--- src/hw/rvDecodePkg.sv ---
package rvDecodePkg;

    // Basic field types
    typedef logic [31:0] instrT;
    typedef logic [6:0]  opcodeT;
    typedef logic [4:0]  regIdxT;

    // Immediate formats, J and U kept apart
    typedef logic [2:0] immSrcT;
    localparam immSrcT IMM_I = 3'd0;
    localparam immSrcT IMM_S = 3'd1;
    localparam immSrcT IMM_B = 3'd2;
    localparam immSrcT IMM_J = 3'd3;
    localparam immSrcT IMM_U = 3'd4;

    // Load/store size, same encoding as funct3
    typedef logic [2:0] sizeT;
    localparam sizeT SIZE_B  = 3'b000;
    localparam sizeT SIZE_H  = 3'b001;
    localparam sizeT SIZE_W  = 3'b010;
    localparam sizeT SIZE_BU = 3'b100;
    localparam sizeT SIZE_HU = 3'b101;

    // ALU operation class from the main decoder
    typedef logic [1:0] aluOpT;
    localparam aluOpT ALUOP_ADD    = 2'b00; // Address and jump targets
    localparam aluOpT ALUOP_BRANCH = 2'b01; // Branch compare
    localparam aluOpT ALUOP_FUNC   = 2'b10; // Look at funct3/funct7
    localparam aluOpT ALUOP_UPPER  = 2'b11; // LUI and AUIPC

    // Writeback source
    typedef logic [1:0] resultSrcT;
    localparam resultSrcT RES_ALU = 2'b00;
    localparam resultSrcT RES_MEM = 2'b01;
    localparam resultSrcT RES_PC4 = 2'b10;

    typedef enum logic [3:0] {
        ALU_ADD   = 4'd0,
        ALU_SUB   = 4'd1,
        ALU_AND   = 4'd2,
        ALU_OR    = 4'd3,
        ALU_XOR   = 4'd4,
        ALU_SLL   = 4'd5,
        ALU_SRL   = 4'd6,
        ALU_SRA   = 4'd7,
        ALU_SLT   = 4'd8,
        ALU_SLTU  = 4'd9,
        ALU_PASSB = 4'd10  // Immediate straight through
    } aluCtrlT;

    // RV32I base opcodes
    localparam opcodeT OP_JAL    = 7'b1101111;
    localparam opcodeT OP_JALR   = 7'b1100111;
    localparam opcodeT OP_BRANCH = 7'b1100011;
    localparam opcodeT OP_LOAD   = 7'b0000011;
    localparam opcodeT OP_STORE  = 7'b0100011;
    localparam opcodeT OP_IMM    = 7'b0010011;
    localparam opcodeT OP_REG    = 7'b0110011;
    localparam opcodeT OP_LUI    = 7'b0110111;
    localparam opcodeT OP_AUIPC  = 7'b0010111;

endpackage

--- src/hw/mainDecoder.sv ---
`timescale 1ns/1ps

module mainDecoder
    import rvDecodePkg::*;
(
    input  opcodeT     op,
    input  logic [2:0] funct3,
    output logic       regWrite,
    output logic       memWrite,
    output logic       aluSrc,
    output logic       branch,
    output logic       jumpSrc,
    output logic       jalrSrc,
    output resultSrcT  resultSrc,
    output immSrcT     immSrc,
    output aluOpT      aluOp,
    output sizeT       sizeSrc,
    output logic       illegal
);

    always_comb begin
        regWrite  = 1'b0;
        memWrite  = 1'b0;
        aluSrc    = 1'b0;
        branch    = 1'b0;
        jumpSrc   = 1'b0;
        jalrSrc   = 1'b0;
        resultSrc = RES_ALU;
        immSrc    = IMM_I;
        aluOp     = ALUOP_ADD;
        sizeSrc   = SIZE_B;
        illegal   = 1'b0;

        case (op)
            OP_JAL: begin
                regWrite  = 1'b1;
                immSrc    = IMM_J;
                aluSrc    = 1'b1;
                resultSrc = RES_PC4;   // Link address
                jumpSrc   = 1'b1;
            end

            OP_JALR: begin
                regWrite  = 1'b1;
                aluSrc    = 1'b1;
                resultSrc = RES_PC4;
                jumpSrc   = 1'b1;
                jalrSrc   = 1'b1;      // Target from rs1 + imm
            end

            OP_BRANCH: begin
                branch = 1'b1;
                immSrc = IMM_B;
                aluOp  = ALUOP_BRANCH;
            end

            OP_LOAD: begin
                regWrite  = 1'b1;
                aluSrc    = 1'b1;
                resultSrc = RES_MEM;
                case (funct3)
                    SIZE_B, SIZE_H, SIZE_W, SIZE_BU, SIZE_HU: sizeSrc = funct3;
                    default: illegal = 1'b1;
                endcase
            end

            OP_STORE: begin
                memWrite = 1'b1;
                immSrc   = IMM_S;
                aluSrc   = 1'b1;
                case (funct3)
                    SIZE_B, SIZE_H, SIZE_W: sizeSrc = funct3;
                    default: illegal = 1'b1;   // No unsigned stores
                endcase
            end

            OP_IMM: begin
                regWrite = 1'b1;
                aluSrc   = 1'b1;
                aluOp    = ALUOP_FUNC;
            end

            OP_REG: begin
                regWrite = 1'b1;
                aluOp    = ALUOP_FUNC;
            end

            // aluDecoder tells these two apart by opcode bit 5
            OP_LUI, OP_AUIPC: begin
                regWrite = 1'b1;
                immSrc   = IMM_U;
                aluSrc   = 1'b1;
                aluOp    = ALUOP_UPPER;
            end

            default: illegal = 1'b1;
        endcase

        // Illegal encodings leave a clean control word
        if (illegal) begin
            regWrite  = 1'b0;
            memWrite  = 1'b0;
            aluSrc    = 1'b0;
            branch    = 1'b0;
            jumpSrc   = 1'b0;
            jalrSrc   = 1'b0;
            resultSrc = RES_ALU;
            immSrc    = IMM_I;
            aluOp     = ALUOP_ADD;
            sizeSrc   = SIZE_B;
        end
    end

endmodule

--- src/hw/aluDecoder.sv ---
`timescale 1ns/1ps

module aluDecoder
    import rvDecodePkg::*;
(
    input  aluOpT      aluOp,
    input  logic [2:0] funct3,
    input  logic       funct7b5,
    input  logic       opb5,       // Set for R-type and LUI
    output aluCtrlT    aluControl
);

    logic isSub;

    // Only R-type uses funct7b5 for subtract, ADDI has imm bits there
    assign isSub = opb5 & funct7b5;

    always_comb begin
        aluControl = ALU_ADD;

        case (aluOp)
            ALUOP_ADD:    aluControl = ALU_ADD;
            ALUOP_BRANCH: aluControl = ALU_SUB;   // Compare by subtract

            ALUOP_FUNC: begin
                case (funct3)
                    3'b000:  aluControl = isSub ? ALU_SUB : ALU_ADD;
                    3'b001:  aluControl = ALU_SLL;
                    3'b010:  aluControl = ALU_SLT;
                    3'b011:  aluControl = ALU_SLTU;
                    3'b100:  aluControl = ALU_XOR;
                    3'b101:  aluControl = funct7b5 ? ALU_SRA : ALU_SRL;  // Also valid for SRAI
                    3'b110:  aluControl = ALU_OR;
                    default: aluControl = ALU_AND;
                endcase
            end

            // LUI passes the immediate, AUIPC adds it to the PC
            default: aluControl = opb5 ? ALU_PASSB : ALU_ADD;
        endcase
    end

endmodule

--- src/hw/immExtend.sv ---
`timescale 1ns/1ps

module immExtend
    import rvDecodePkg::*;
#(
    parameter int XLEN = 32
) (
    input  instrT             instr,
    input  immSrcT            immSrc,
    output logic [XLEN-1:0]   immExt
);

    logic signed [31:0] imm32;

    always_comb begin
        case (immSrc)
            IMM_I: imm32 = {{20{instr[31]}}, instr[31:20]};
            IMM_S: imm32 = {{20{instr[31]}}, instr[31:25], instr[11:7]};
            // Branch offsets are even
            IMM_B: imm32 = {{20{instr[31]}}, instr[7], instr[30:25],
                            instr[11:8], 1'b0};
            IMM_J: imm32 = {{12{instr[31]}}, instr[19:12], instr[20],
                            instr[30:21], 1'b0};
            IMM_U: imm32 = {instr[31:12], 12'b0};   // Upper 20 bits
            default: imm32 = '0;
        endcase
    end

    // Sign extension past 32 bits on wider cores
    assign immExt = XLEN'(imm32);

endmodule

--- src/hw/decodeSkidBuffer.sv ---
`timescale 1ns/1ps

module decodeSkidBuffer #(
    parameter int WIDTH = 63
) (
    input  logic             clk,
    input  logic             arstN,
    input  logic             inValid,
    output logic             inReady,
    input  logic [WIDTH-1:0] inData,
    output logic             outValid,
    input  logic             outReady,
    output logic [WIDTH-1:0] outData
);

    logic             mainValid;
    logic             skidValid;
    logic [WIDTH-1:0] mainData;
    logic [WIDTH-1:0] skidData;
    logic             inFire;
    logic             mainFree;  // Main entry can load this cycle

    assign inReady  = ~skidValid;   // Straight from a flop
    assign inFire   = inValid & inReady;
    assign mainFree = ~mainValid | outReady;

    assign outValid = mainValid;
    assign outData  = mainData;

    always_ff @(posedge clk or negedge arstN) begin
        if (!arstN) begin
            mainValid <= 1'b0;
            skidValid <= 1'b0;
        end else if (mainFree) begin
            // Skid drains first, input is blocked while it is full
            mainValid <= skidValid | inFire;
            skidValid <= 1'b0;
        end else if (inFire) begin
            skidValid <= 1'b1;
        end
    end

    always_ff @(posedge clk) begin
        if (mainFree) begin
            if (skidValid) begin
                mainData <= skidData;
            end else if (inFire) begin
                mainData <= inData;
            end
        end else if (inFire) begin
            skidData <= inData;   // Main is stalled
        end
    end

endmodule

--- src/hw/decodeStage.sv ---
`timescale 1ns/1ps

module decodeStage
    import rvDecodePkg::*;
#(
    parameter int XLEN = 32
) (
    input  logic            clk,
    input  logic            arstN,
    input  logic            instrValid,
    output logic            instrReady,
    input  instrT           instr,
    output logic            decValid,
    input  logic            decReady,
    output logic            regWrite,
    output logic            memWrite,
    output logic            aluSrc,
    output resultSrcT       resultSrc,
    output logic            branch,
    output logic            jumpSrc,
    output logic            jalrSrc,
    output sizeT            sizeSrc,
    output aluCtrlT         aluControl,
    output logic [XLEN-1:0] immExt,
    output regIdxT          rs1,
    output regIdxT          rs2,
    output regIdxT          rd,
    output logic            illegal
);

    // Seven single-bit flags plus the typed fields
    localparam int WIDTH = 7 + $bits(resultSrcT) + $bits(sizeT) + $bits(aluCtrlT)
                         + 3 * $bits(regIdxT) + XLEN;

    logic             dRegWrite, dMemWrite, dAluSrc, dBranch;
    logic             dJumpSrc, dJalrSrc, dIllegal;
    resultSrcT        dResultSrc;
    immSrcT           dImmSrc;
    aluOpT            dAluOp;
    sizeT             dSizeSrc;
    aluCtrlT          dAluControl;
    logic [XLEN-1:0]  dImmExt;
    logic [3:0]       aluCtrlBits;
    logic [WIDTH-1:0] inBundle;
    logic [WIDTH-1:0] outBundle;

    mainDecoder u_mainDecoder (
        .op        (instr[6:0]),
        .funct3    (instr[14:12]),
        .regWrite  (dRegWrite),
        .memWrite  (dMemWrite),
        .aluSrc    (dAluSrc),
        .branch    (dBranch),
        .jumpSrc   (dJumpSrc),
        .jalrSrc   (dJalrSrc),
        .resultSrc (dResultSrc),
        .immSrc    (dImmSrc),
        .aluOp     (dAluOp),
        .sizeSrc   (dSizeSrc),
        .illegal   (dIllegal)
    );

    aluDecoder u_aluDecoder (
        .aluOp      (dAluOp),
        .funct3     (instr[14:12]),
        .funct7b5   (instr[30]),
        .opb5       (instr[5]),
        .aluControl (dAluControl)
    );

    immExtend #(.XLEN(XLEN)) u_immExtend (
        .instr  (instr),
        .immSrc (dImmSrc),
        .immExt (dImmExt)
    );

    // Register indices come straight from the instruction fields
    assign inBundle = {dRegWrite, dMemWrite, dAluSrc, dResultSrc, dBranch, dJumpSrc,
                       dJalrSrc, dSizeSrc, dAluControl, dImmExt, instr[19:15],
                       instr[24:20], instr[11:7], dIllegal};

    decodeSkidBuffer #(.WIDTH(WIDTH)) u_decodeSkidBuffer (
        .clk      (clk),
        .arstN    (arstN),
        .inValid  (instrValid),
        .inReady  (instrReady),
        .inData   (inBundle),
        .outValid (decValid),
        .outReady (decReady),
        .outData  (outBundle)
    );

    assign {regWrite, memWrite, aluSrc, resultSrc, branch, jumpSrc, jalrSrc, sizeSrc,
            aluCtrlBits, immExt, rs1, rs2, rd, illegal} = outBundle;

    assign aluControl = aluCtrlT'(aluCtrlBits);  // Back to the enum

endmodule

--- config.mk ---
export PLATFORM = sky130hd
export DESIGN_NAME = decodeStage
export DESIGN_NICKNAME = d
export VERILOG_FILES = /design/src/hw/rvDecodePkg.sv /design/src/hw/mainDecoder.sv /design/src/hw/aluDecoder.sv /design/src/hw/immExtend.sv /design/src/hw/decodeSkidBuffer.sv /design/src/hw/decodeStage.sv
export SDC_FILE = /design/constraint.sdc
export NUM_CORES = 1
export LEC_CHECK = 0
export BUFFER_PORTS_ARGS = -buffer_cell sky130_fd_sc_hd__buf_2
export CAP_MARGIN = 20
export CORE_ASPECT_RATIO = 0.5
export CORE_UTILIZATION = 50
export DETAILED_ROUTE_END_ITERATION = 7
export HOLD_SLACK_MARGIN = 0.08
export PLACE_DENSITY = 0.73
export SYNTH_ARGS = -nofsm -noshare
export SYNTH_HDL_FRONTEND = slang
export SYNTH_SLANG_ARGS = --single-unit
--- constraint.sdc ---
create_clock -name clk -period 6.1 [get_ports clk]
set_clock_uncertainty 0.2 [all_clocks]
set_input_delay 1.525 -clock clk [delete_from_list [all_inputs] [get_ports clk]]
set_output_delay 1.525 -clock clk [all_outputs]
set_load 0.01 [all_outputs]
Word level (Yosys, flattened, before mapping)
Cells that the tools add are included.
{ "word_totals": {"ff_bits": 128, "input_bits": 36} }
{ "op_classes": {"eq_ne": 21, "muxes": 35, "bitwise": 7, "n_reduce_logical": 15} }
{ "ops": {"columns": ["op", "n"], "rows": [
  ["$pmux W32 S5", 1],
  ["$mux W63", 2],
  ["$pmux W4 S7", 1],
  ["$eq A7 B6 Y1 const B", 3],
  ["$eq A7 B7 Y1 const B", 3],
  ["$reduce_or A7 Y1", 3],
  ["$mux W1", 18],
  ["$eq A7 B5 Y1 const B", 2],
  ["$eq A3 B2 Y1 const B", 4],
  ["$eq A3 B3 Y1 const B", 4],
  ["$mux W3", 4],
  ["$pmux W3 S4", 1],
  ["$pmux W4 S3", 1],
  ["$eq A7 B2 Y1 const B", 1],
  ["$eq A3 B1 Y1 const B", 2],
  ["$logic_not A3 Y1", 2],
  ["$pmux W2 S3", 1],
  ["$pmux W3 S2", 1],
  ["$reduce_or A2 Y1", 3],
  ["$reduce_or A5 Y1", 1],
  ["$mux W2", 2],
  ["$mux W4", 1],
  ["$pmux W2 S2", 1],
  ["$reduce_and A2 Y1", 2],
  ["other kinds (9)", 14]
]} }

Logic depth before layout (Yosys ltp)
Gate-level depths: netlist of run 1.
{ "logic_depth": {"ltp_word": 9, "ltp_mapped": 6, "mapped_depth_nobuf": 5} }

Cells and area by module
From an unflattened synthesis of run 1, not the netlist that was laid out.
{ "unflattened": {"hier_cells": 338, "area_unflattened_um2": 5684.2} }
{ "modules_own_cells": {"columns": ["module", "n_inst", "cells_each", "area_each_um2", "seq_area_each_um2"], "rows": [
  ["decodeSkidBuffer", 1, 205, 4787.1, 3833.7],
  ["immExtend", 1, 73, 494.2, 0.0],
  ["mainDecoder", 1, 45, 304.0, 0.0],
  ["aluDecoder", 1, 15, 98.8, 0.0]
]} }

Worst setup path after synthesis of run 1
Ideal clock, no wire load.
{ "synth_timing": {"path_kind": "input-to-reg", "start": "in decReady", "end": "reg u_decodeSkidBuffer.skidData[0], enable pin", "setup_ps": 575, "arrival_ps": 6341, "required_time_ps": 5325, "slack_ps": -1016, "path_stages": 2, "path_buffers": 0, "cell_sequence": "nand2b_1 nor3b_1"} }
{ "synth_via": {"elab_chain_len": 3} }
{ "synth_lines": {"columns": ["item", "line_no", "text"], "rows": [
  ["start, declared", "decodeStage.sv:14", "input logic decReady,"],
  ["$or A1 B1 Y1", "decodeSkidBuffer.sv:25", "assign mainFree = ~mainValid | outReady;"],
  ["$not A1 Y1 (no source line)", null, null],
  ["$reduce_and A2 Y1 (no source line)", null, null],
  ["end signal, assigned", "decodeSkidBuffer.sv:51", "skidData <= inData;"],
  ["end, declared", "decodeSkidBuffer.sv:19", "logic [WIDTH-1:0] skidData;"]
]} }
No other way between the ends.
A chain may end at the register's enable or synchronous reset.

Worst setup path after layout of run 1
{ "layout_timing": {"start": "in instr[3]", "end": "reg u_decodeSkidBuffer.mainData[40] (netlist: u_decodeSkidBuffer.outData[40]) (data pin)"} }
{ "layout_via": {"elab_chain_len": 8} }
{ "layout_lines": {"columns": ["item", "line_no", "text"], "rows": [
  ["start, declared", "decodeStage.sv:12", "input instrT instr,"],
  ["$eq A7 B7 Y1 (tied with other cells)", "mainDecoder.sv:34", "case (op)"],
  ["$reduce_or A7 Y1 (no source line) or $reduce_or A2 Y1 (tied branches)", null, null],
  ["$pmux W1 S3 or $pmux W3 S4 (tied branches)", "mainDecoder.sv:34", null],
  ["$mux W3 *", "mainDecoder.sv:100", "if (illegal) begin"],
  ["$eq A3 B3 Y1 (tied with other cells)", "immExtend.sv:16", "case (immSrc)"],
  ["$pmux W32 S5 *", "immExtend.sv:16", null],
  ["net dImmExt[24]", "decodeStage.sv:42", "logic [XLEN-1:0] dImmExt;"],
  ["$mux W63 *", "decodeSkidBuffer.sv:47", "end else if (inFire) begin"],
  ["$mux W63 *", "decodeSkidBuffer.sv:45", "if (skidValid) begin"],
  ["end signal, assigned", "decodeSkidBuffer.sv:46", "mainData <= skidData;"],
  ["end signal, assigned", "decodeSkidBuffer.sv:48", "mainData <= inData;"],
  ["end, declared", "decodeSkidBuffer.sv:18", "logic [WIDTH-1:0] mainData;"]
]} }
The timed path passes the listed nets; every way through them passes the cells marked *. The select of a mux whose other input is x is not followed.

==> results.tsv, run 1 <==
metric	value	unit
status	finished, final reports clean	
first-pass GRT wire length	16100	um
Ys Warns	0	
Area growth syn-to-layout	21.8	%
Placer Congestion	0.815	
CP Launch Type	primary input	
Power Dens Cells	329	mW/mm^2
# IOs	101	
Netlist Area Pre-Place	0.00534	sq mm
final wirelength	10600	um
Synth top cells by count	126 x edfxtp_1, 55 x mux2_2, 26 x nand2_1	
Routed Antenna Nets	0	
crit path from	instr[3]	
post-synth net total	365	
Yosys cell types	41	
final core occ	0.632	
core region area	0.0103	sq mm
initial antenna violation count	1	
top_reg_cell synth	edfxtp_1	
H-tree depth	4	
Crit Path Max Fanout	13	
CTS buffer count	17	
Setup Fix Bufs, Post-CTS	0	
min-delay src	u_decodeSkidBuffer.skidData[57]$_DFFE_PP_	
most frequent cell after synthesis	edfxtp_1	
initial DRC count	177	
count of input and output buffers	100	
CP most frequent cell	nor2_1	
clock sinks	128	
register area share after synthesis	0.719	
Synth area leaders	edfxtp_1 71%, mux2_2 12%, a21o_1 2.7%	
largest net degree at the start of global routing	64	
Final Slew Violations	0	
root buffer cell	clkbuf_16	
Tot GR Track Use	0.199	
design area	0.00650	sq mm
share of cells above drive strength 1	0.430	
Post-synth EDFFs	126	
DRT Pass-1 Iters	4	
via count	3098	
HP Class	flip-flop to flip-flop	
placed inst area	0.00599	sq mm
Largest stage delay, worst path	770	ps
peak supply drop	0.000200	V
Yosys top cell by area	edfxtp_1	
drc violations	0	
synthesized area per cell	16.2	sq um
endpoints failing hold	0	
Yosys reg bits	128	
asr flop ratio synth	0.0156	
die span in y	75.0	um
Hold Buf Count CTS	0	
via density per instance	5.29	
Critical Path Sink Type	flip-flop	
DIE AREA	0.0111	sq mm
Pleak	2.51	nW
clk_lat worst skew	410	ps
vias in the first global route	2994	
Die X	148	um
period utilization	0.611	
Worst Path Arrival	3680	ps
CTS-repair resized insts	0	
Setup Viol. Count Final	0	
CTS tree	built	
routed length per placed instance	18.1	um
fin nets	472	
CP Cell Sequence	buf_2 > nand4bb_4 > nor2_1 > nor2_1 > a21o_1 > mux2_2	
worst slew margin relative to its limit	0.304	
Clock Tree Buf Depth	2	
max cap viols	0	
Critical R2R Launch	u_decodeSkidBuffer.skidValid$_DFFE_PN0P_	
Overflow after GRT	0	
Critical Path RT	6050	ps
Crit Path Category	primary input to flip-flop	
cells after synthesis	329	
Rows	26	
total negative slack	0	ps
Slowest cell on crit path	nor2_1	
clock-pin slew on the worst setup and hold paths	50	ps
worst-margin pin slew	1040	ps
initial cell density of the core	0.519	
HPWL Detailed	6590	um
FMAX	0.268	GHz
min Tclk post-route	3730	ps
Yosys top cell area share	0.709	
unrepaired setup endpoints after global routing	false	
ANT cells	0	
[power breakdown]
part	switching, W	internal, W	leakage [nW]	total, W
Combinational	0.000118	0.0000816	1.06	0.000200
Clock	0.000340	0.000541	0.250	0.000881
Sequential	0.0000152	0.00104	1.20	0.00106
Total	0.000473	0.00166	2.51	0.00214
[flip-flops by register name, summed over array words and instances (netlist names)]
signal,flops
u_decodeSkidBuffer.outValid,1
u_decodeSkidBuffer.skidData,63
u_decodeSkidBuffer.outData,63
u_decodeSkidBuffer.skidValid,1
[logic make-up after synthesis]
family	share of synthesized area
multiplexers	0.124
AO/OA/AOI/OAI	0.0671
AND/OR/NAND/NOR	0.0706
buffers and inverters	0.0202
flip-flops	0.719
[final cells by class]
class | instances | area (sq um)
multi-input combinational | 173 | 1410
sequential | 128 | 3830
tap | 140 | 175
timing repair buffer | 104 | 531
clock buffer | 18 | 429
clock inverter | 11 | 76.3
fill | 813 | 3780
inverter | 12 | 45.0
[through the flow]
| step | power, W | worst slack (ps) | hold slack, ps | cells |
|---|---|---|---|---|
| after global placement | 0.00127 | 2000 | 303 | 557 |
| after global routing | 0.00221 | 2240 | 351 | 586 |
| after floorplan | 0.00119 | 1210 | 296 | 329 |
| after detailed placement | 0.00128 | 1990 | 318 | 557 |
| after CTS | 0.00215 | 2350 | 329 | 586 |
| final | 0.00214 | 2370 | 332 | 586 |
[path summary, 6_finish.rpt]
kind	endpoint	slack, ps	depth (start not counted)
setup / recovery	u_decodeSkidBuffer.outData[40]$_DFFE_PP_	2370	6
max in group asynchronous	u_decodeSkidBuffer.outValid$_DFFE_PN0N_	4910	1
hold / removal	u_decodeSkidBuffer.outData[57]$_DFFE_PP_	330	2
setup reg to reg	u_decodeSkidBuffer.outData[12]$_DFFE_PP_	3420	3
hold reg to reg	u_decodeSkidBuffer.outData[57]$_DFFE_PP_	330	2
min in group asynchronous	u_decodeSkidBuffer.skidValid$_DFFE_PN0P_	690	1
[layout by cell type (no fill, tap or decap), types with 4 or more instances in the layout]
| master | n |
|---|---|
| mux2_2 | 55 |
| buf_4 | 4 |
| nor2_1 | 11 |
| edfxtp_1 | 126 |
| and2_1 | 6 |
| clkbuf_16 | 17 |
| clkinv_1 | 7 |
| a21oi_1 | 6 |
| mux2i_1 | 4 |
| inv_1 | 11 |
| nand2_1 | 26 |
| buf_2 | 100 |
| a21o_1 | 19 |
| o21ai_0 | 7 |
[layer usage]
metal,GRT usage,vias to the layer above,routed length [um]
met2,0.331,83,5060
met3,0.0715,14,582
met4,0.0515,2,91
met1,0.253,1537,4840
li1,-,1462,-
met5,0,-,12
[worst max-delay path, delay by kind of cell]
| kind | cells | cell delay [ps] |
|---|---|---|
| AOI/OAI and AO/OA | 1 | 270 |
| and+or+nand+nor | 3 | 1460 |
| buffers and inverters | 1 | 140 |
| muxes | 1 | 270 |
(Power assumes the default switching activity.)
==> run 2, diff against run 1 <==
--- a/config.mk
+++ b/config.mk
@@ -11,7 +11,7 @@
 export CORE_UTILIZATION = 50
 export DETAILED_ROUTE_END_ITERATION = 7
 export HOLD_SLACK_MARGIN = 0.08
-export PLACE_DENSITY = 0.73
+export PLACE_DENSITY = 0.7
 export SYNTH_ARGS = -nofsm -noshare
 export SYNTH_HDL_FRONTEND = slang
 export SYNTH_SLANG_ARGS = --single-unit
==> constraint.sdc (replaced) <==
create_clock -name clk -period 3.5 [get_ports clk]
set_clock_uncertainty 0.2 [all_clocks]
set_input_delay 0.875 -clock clk [delete_from_list [all_inputs] [get_ports clk]]
set_output_delay 0.875 -clock clk [all_outputs]
set_load 0.01 [all_outputs]
==> results.tsv, run 2 (synthesis results as in run 1) <==
metric	value	unit	change
FMAX	0.414	GHz	
clock sinks	128		unchanged
share of cells above drive strength 1	0.442		+0.0110
most common cell after layout, fill and taps aside	edfxtp_1		
Clock Tree Buf Depth	2		unchanged
Tot GR Track Use	0.207		+0.00742
min Tclk post-route	2410	ps	
routed length per placed instance	18.3	um	+1.5%
Crit Path Category	primary input to flip-flop		
unrepaired setup endpoints after global routing	false		
initial cell density of the core	0.519		unchanged
Setup Viol. Count Final	0		unchanged
H-tree depth	4		unchanged
final wirelength	10900	um	+2.7%
initial antenna violation count	0		-1
Worst Path Arrival	2360	ps	-1320 ps
Critical Path Sink Type	flip-flop		
worst slew margin relative to its limit	0.487		+0.184
initial DRC count	159		-10%
Routed Antenna Nets	0		unchanged
period utilization	0.690		
Critical Path RT	3450	ps	-2600 ps
worst-margin pin slew	766	ps	-278 ps
Met1 Routed Length	4960	um	+2.5%
most frequent cells in the layout	126 x edfxtp_1, 100 x buf_2, 55 x mux2_2		
CP Launch Type	primary input		
peak supply drop	0.000367	V	+84%
vias in the first global route	3161		+5.6%
HPWL Detailed	7050	um	+7.0%
placed cells	560		+0.54%
Placer Congestion	0.781		-4.1%
fin cells	593		+1.2%
CTS buffer count	17		unchanged
length of routed met3 wiring	464	um	-20%
clk_lat worst skew	400	ps	about the same
CTS-repair resized insts	0		unchanged
Overflow after GRT	0		unchanged
die span in y	75.0	um	unchanged
status	finished, final reports clean		
Critical R2R Launch	u_decodeSkidBuffer.skidValid$_DFFE_PN0P_		
ANT cells	0		unchanged
first-pass GRT wire length	16700	um	+3.7%
Power Dens Cells	601	mW/mm^2	+83%
Die X	148	um	unchanged
total negative slack	0	ps	unchanged
max cap viols	0		unchanged
Crit Path Max Fanout	9		-4
via count	3152		+1.7%
Rows	26		unchanged
Slowest cell on crit path	o32ai_4		
clock-pin slew on the worst setup and hold paths	50	ps	about the same
min-delay src	u_decodeSkidBuffer.skidData[61]$_DFFE_PP_		
# IOs	101		unchanged
Pleak	2.58	nW	+2.8%
root buffer cell	clkbuf_16		
Hold Buf Count CTS	1		+1
CTS tree	built		
largest net degree at the start of global routing	64		unchanged
drc violations	0		unchanged
core region area	0.0103	sq mm	unchanged
crit path from	instr[5]		
top sig layer	met4		
Final Slew Violations	0		unchanged
count of input and output buffers	100		unchanged
Largest stage delay, worst path	480	ps	-290 ps
DRT Pass-1 Iters	4		unchanged
Setup Fix Bufs, Post-CTS	0		unchanged
Fin Hold WS	323	ps	-9.05 ps
fin nets	476		+0.85%
CP Cell Sequence	buf_2 > nand4b_4 > o32ai_4 > nor2_2 > a21o_1 > mux2_2		
HP Class	flip-flop to flip-flop		
met2 routed WL	5340	um	+5.6%
via density per instance	5.32		+0.54%
DIE AREA	0.0111	sq mm	unchanged
endpoints failing hold	0		unchanged
Area growth syn-to-layout	24.6	%	
==> run 2: cell count changes in the layout (fill, tap and decap cells not counted) <==
cell | previous run | this run
bufinv_16 | 1 | 4
buf_12 | 0 | 2
clkinv_1 | 7 | 5
buf_4 | 4 | 5
clkinv_2 | 3 | 4
clkinvlp_4 | 0 | 1
dlygate4sd3_1 | 0 | 1
==> run 2: final timing paths <==
kind / to / slack (ps) / cells past startpoint
worst max-delay path: u_decodeSkidBuffer.outData[29]$_DFFE_PP_ / 1090 / 6
worst min-delay path: u_decodeSkidBuffer.outData[61]$_DFFE_PP_ / 320 / 2
worst max register to register: u_decodeSkidBuffer.outData[43]$_DFFE_PP_ / 1570 / 4
worst min register to register: u_decodeSkidBuffer.outData[61]$_DFFE_PP_ / 320 / 2
max in group asynchronous: u_decodeSkidBuffer.skidValid$_DFFE_PN0P_ / 2420 / 2
min in group asynchronous: u_decodeSkidBuffer.outValid$_DFFE_PN0N_ / 590 / 2
==> run 2: cell type report <==
type                       count  area, sq um
sequential                   128         3830
fill                         756         3630
multi-input combinational    173         1410
timing repair buffer         108          588
clock buffer                  18          429
tap                          140          175
clock inverter                14          171
inverter                      12         45.0
==> run 2: critical path, delay by kind of cell <==
kind | cells | cell delay [ps]
AO/OA/AOI/OAI | 2 | 680
multiplexers | 1 | 270
buffers and inverters | 1 | 190
AND/OR/NAND/NOR | 2 | 340
==> run 2: power by group <==
| part | switching, W | leakage [nW] | internal, W |
|---|---|---|---|
| Combinational | 0.000210 | 1.09 | 0.000150 |
| Sequential | 0.0000271 | 1.20 | 0.00181 |
| Clock | 0.000617 | 0.293 | 0.00118 |
==> run 2: layer usage <==
layer,vias up,global-route usage
li1,1481,-
met1,1582,0.263
met5,-,0
met4,0,0.0825
met3,11,0.0515
met2,78,0.349
==> run 2: metrics by stage <==
step | util | cell area, sq um | power [W] | worst slack, ps
floorplan | - | 5350 | 0.00208 | 107
global placement | 0.587 | 6040 | 0.00221 | 710
detailed placement | 0.587 | 6040 | 0.00223 | 671
CTS | 0.647 | 6650 | 0.00403 | 1080
global route | 0.647 | 6650 | 0.00412 | 963
finish | 0.647 | 6650 | 0.00399 | 1090
==> run 3, diff against run 2 <==
--- a/config.mk
+++ b/config.mk
@@ -11,7 +11,7 @@
 export CORE_UTILIZATION = 50
 export DETAILED_ROUTE_END_ITERATION = 7
 export HOLD_SLACK_MARGIN = 0.08
-export PLACE_DENSITY = 0.7
+export PLACE_DENSITY = 0.73
 export SYNTH_ARGS = -nofsm -noshare
 export SYNTH_HDL_FRONTEND = slang
 export SYNTH_SLANG_ARGS = --single-unit
==> constraint.sdc (replaced) <==
create_clock -name clk -period 2.2 [get_ports clk]
set_clock_uncertainty 0.2 [all_clocks]
set_input_delay 0.55 -clock clk [delete_from_list [all_inputs] [get_ports clk]]
set_output_delay 0.55 -clock clk [all_outputs]
set_load 0.01 [all_outputs]
==> results.tsv, run 3 (synthesis results as in run 1) <==
metric	value	unit	change
fin nets	506		+6.3%
Worst Path Arrival	1330	ps	-1030 ps
Largest stage delay, worst path	450	ps	-30 ps
dpl ws	-101	ps	-771 ps
first-pass GRT wire length	16900	um	+0.87%
endpoints failing hold	0		unchanged
DRT Pass-1 Iters	4		unchanged
HPWL Detailed	6970	um	-1.2%
Slowest cell on crit path	dfrtp_2		
via count	3256		+3.3%
ANT cells	0		unchanged
Critical Path Sink Type	output pin		
placed cells	590		+5.4%
Pleak	2.74	nW	+6.0%
Filler cells	731		-3.3%
CP Cell Sequence	clkinv_1 > buf_4 > buf_2		
root buffer cell	clkbuf_16		
initial antenna violation count	0		unchanged
total negative slack	0	ps	unchanged
Tot GR Track Use	0.207		+0.000726
die span in y	75.0	um	unchanged
final wirelength	11000	um	+0.78%
HP Class	primary input to flip-flop		
Area growth syn-to-layout	30.0	%	
Die X	148	um	unchanged
clock-pin slew on the worst setup and hold paths	60	ps	about the same
initial DRC count	183		+15%
DIE AREA	0.0111	sq mm	unchanged
Worst Path Buf+Inv	3		+2
CP delay by family, top	buffers and inverters		
# IOs	101		unchanged
Overflow after GRT	0		unchanged
H-tree depth	4		unchanged
design area	0.00694	sq mm	+4.3%
Critical Path RT	1450	ps	-2000 ps
status	finished, final reports clean		
min Tclk post-route	2080	ps	
via density per instance	5.23		-1.7%
drc violations	0		unchanged
Power Dens Cells	949	mW/mm^2	+58%
fin cells	623		+5.1%
unrepaired setup endpoints after global routing	false		
max cap viols	0		unchanged
initial cell density of the core	0.519		unchanged
CTS buffer count	17		unchanged
period utilization	0.946		
Routed Antenna Nets	0		unchanged
clk_lat worst skew	410	ps	about the same
Clock Tree Buf Depth	2		unchanged
clock sinks	128		unchanged
routed length per placed instance	17.6	um	-4.1%
fin worst setup slack	120	ps	-966 ps
worst-margin pin slew	837	ps	+71.4 ps
core region area	0.0103	sq mm	unchanged
count of input and output buffers	100		unchanged
Placer Congestion	0.850		+8.8%
largest net degree at the start of global routing	57		-11%
most common cell after layout, fill and taps aside	edfxtp_1		
Crit Path Category	flip-flop to output pin		
most frequent cells in the layout	126 x edfxtp_1, 100 x buf_2, 55 x mux2_2		
peak supply drop	0.000519	V	+41%
Setup Fix Bufs, Post-CTS	0		unchanged
Rows	26		unchanged
vias in the first global route	3221		+1.9%
worst slew margin relative to its limit	0.440		-0.0478
CP Launch Type	flip-flop		
Setup Viol. Count Final	0		unchanged
placed inst area	0.00628	sq mm	+4.1%
FMAX	0.481	GHz	
Final Slew Violations	0		unchanged
share of cells above drive strength 1	0.484		+0.0430
CTS tree	built		
Crit Path Max Fanout	15		+6
## run 3: what timing repair did
action | in CTS | in global routing
resized for setup | 0 | 1
hold buffers | 1 | 0
setup endpoints to repair | 0 | 1
hold endpoints to repair | 2 | 0
## run 3: routing by layer
metal / track usage / vias up / wire length (um)
met4: 0.0722 / 0 / 97
li1: - / 1530 / -
met3: 0.0594 / 10 / 425
met1: 0.264 / 1645 / 4960
met5: 0 / - / 0
met2: 0.349 / 71 / 5470
## run 3: path summary, 6_finish.rpt
path / startpoint / end / slack, ps / cells after the start
worst max-delay path: u_decodeSkidBuffer.skidValid$_DFFE_PN0P_ / instrReady / 120 / 3
worst min-delay path: instr[7] / u_decodeSkidBuffer.skidData[1]$_DFFE_PP_ / 140 / 1
worst max register to register: u_decodeSkidBuffer.skidValid$_DFFE_PN0P_ / u_decodeSkidBuffer.outData[38]$_DFFE_PP_ / 450 / 3
worst min register to register: u_decodeSkidBuffer.skidData[1]$_DFFE_PP_ / u_decodeSkidBuffer.outData[1]$_DFFE_PP_ / 330 / 2
max in group asynchronous: arstN / u_decodeSkidBuffer.skidValid$_DFFE_PN0P_ / 1420 / 2
min in group asynchronous: arstN / u_decodeSkidBuffer.skidValid$_DFFE_PN0P_ / 280 / 2
## run 3: layout make-up
class	instances	area, sq um	share of cell area
repair buffers	138	826	0.119
clock inverters	15	216	0.0312
flip-flops and latches	128	3830	0.553
well taps	140	175	0.0253
inverters	12	45.0	0.00649
multi-input cells	173	1410	0.204
clock buffers	17	425	0.0613
## run 3: where the power goes
group,internal [W],total [W],switching (W)
Sequential,0.00288,0.00293,0.0000440
Combinational,0.000268,0.000604,0.000336
Clock,0.00200,0.00305,0.00105
## run 3: metrics by stage
step | util | total power [W] | hold slack, ps
2_1_floorplan | - | 0.00331 | 54.4
3_3_place_gp | 0.611 | 0.00356 | 137
3_5_place_dp | 0.611 | 0.00358 | 139
4_1_cts | 0.675 | 0.00664 | 123
5_1_grt | 0.675 | 0.00679 | 117
6_report | 0.675 | 0.00658 | 138
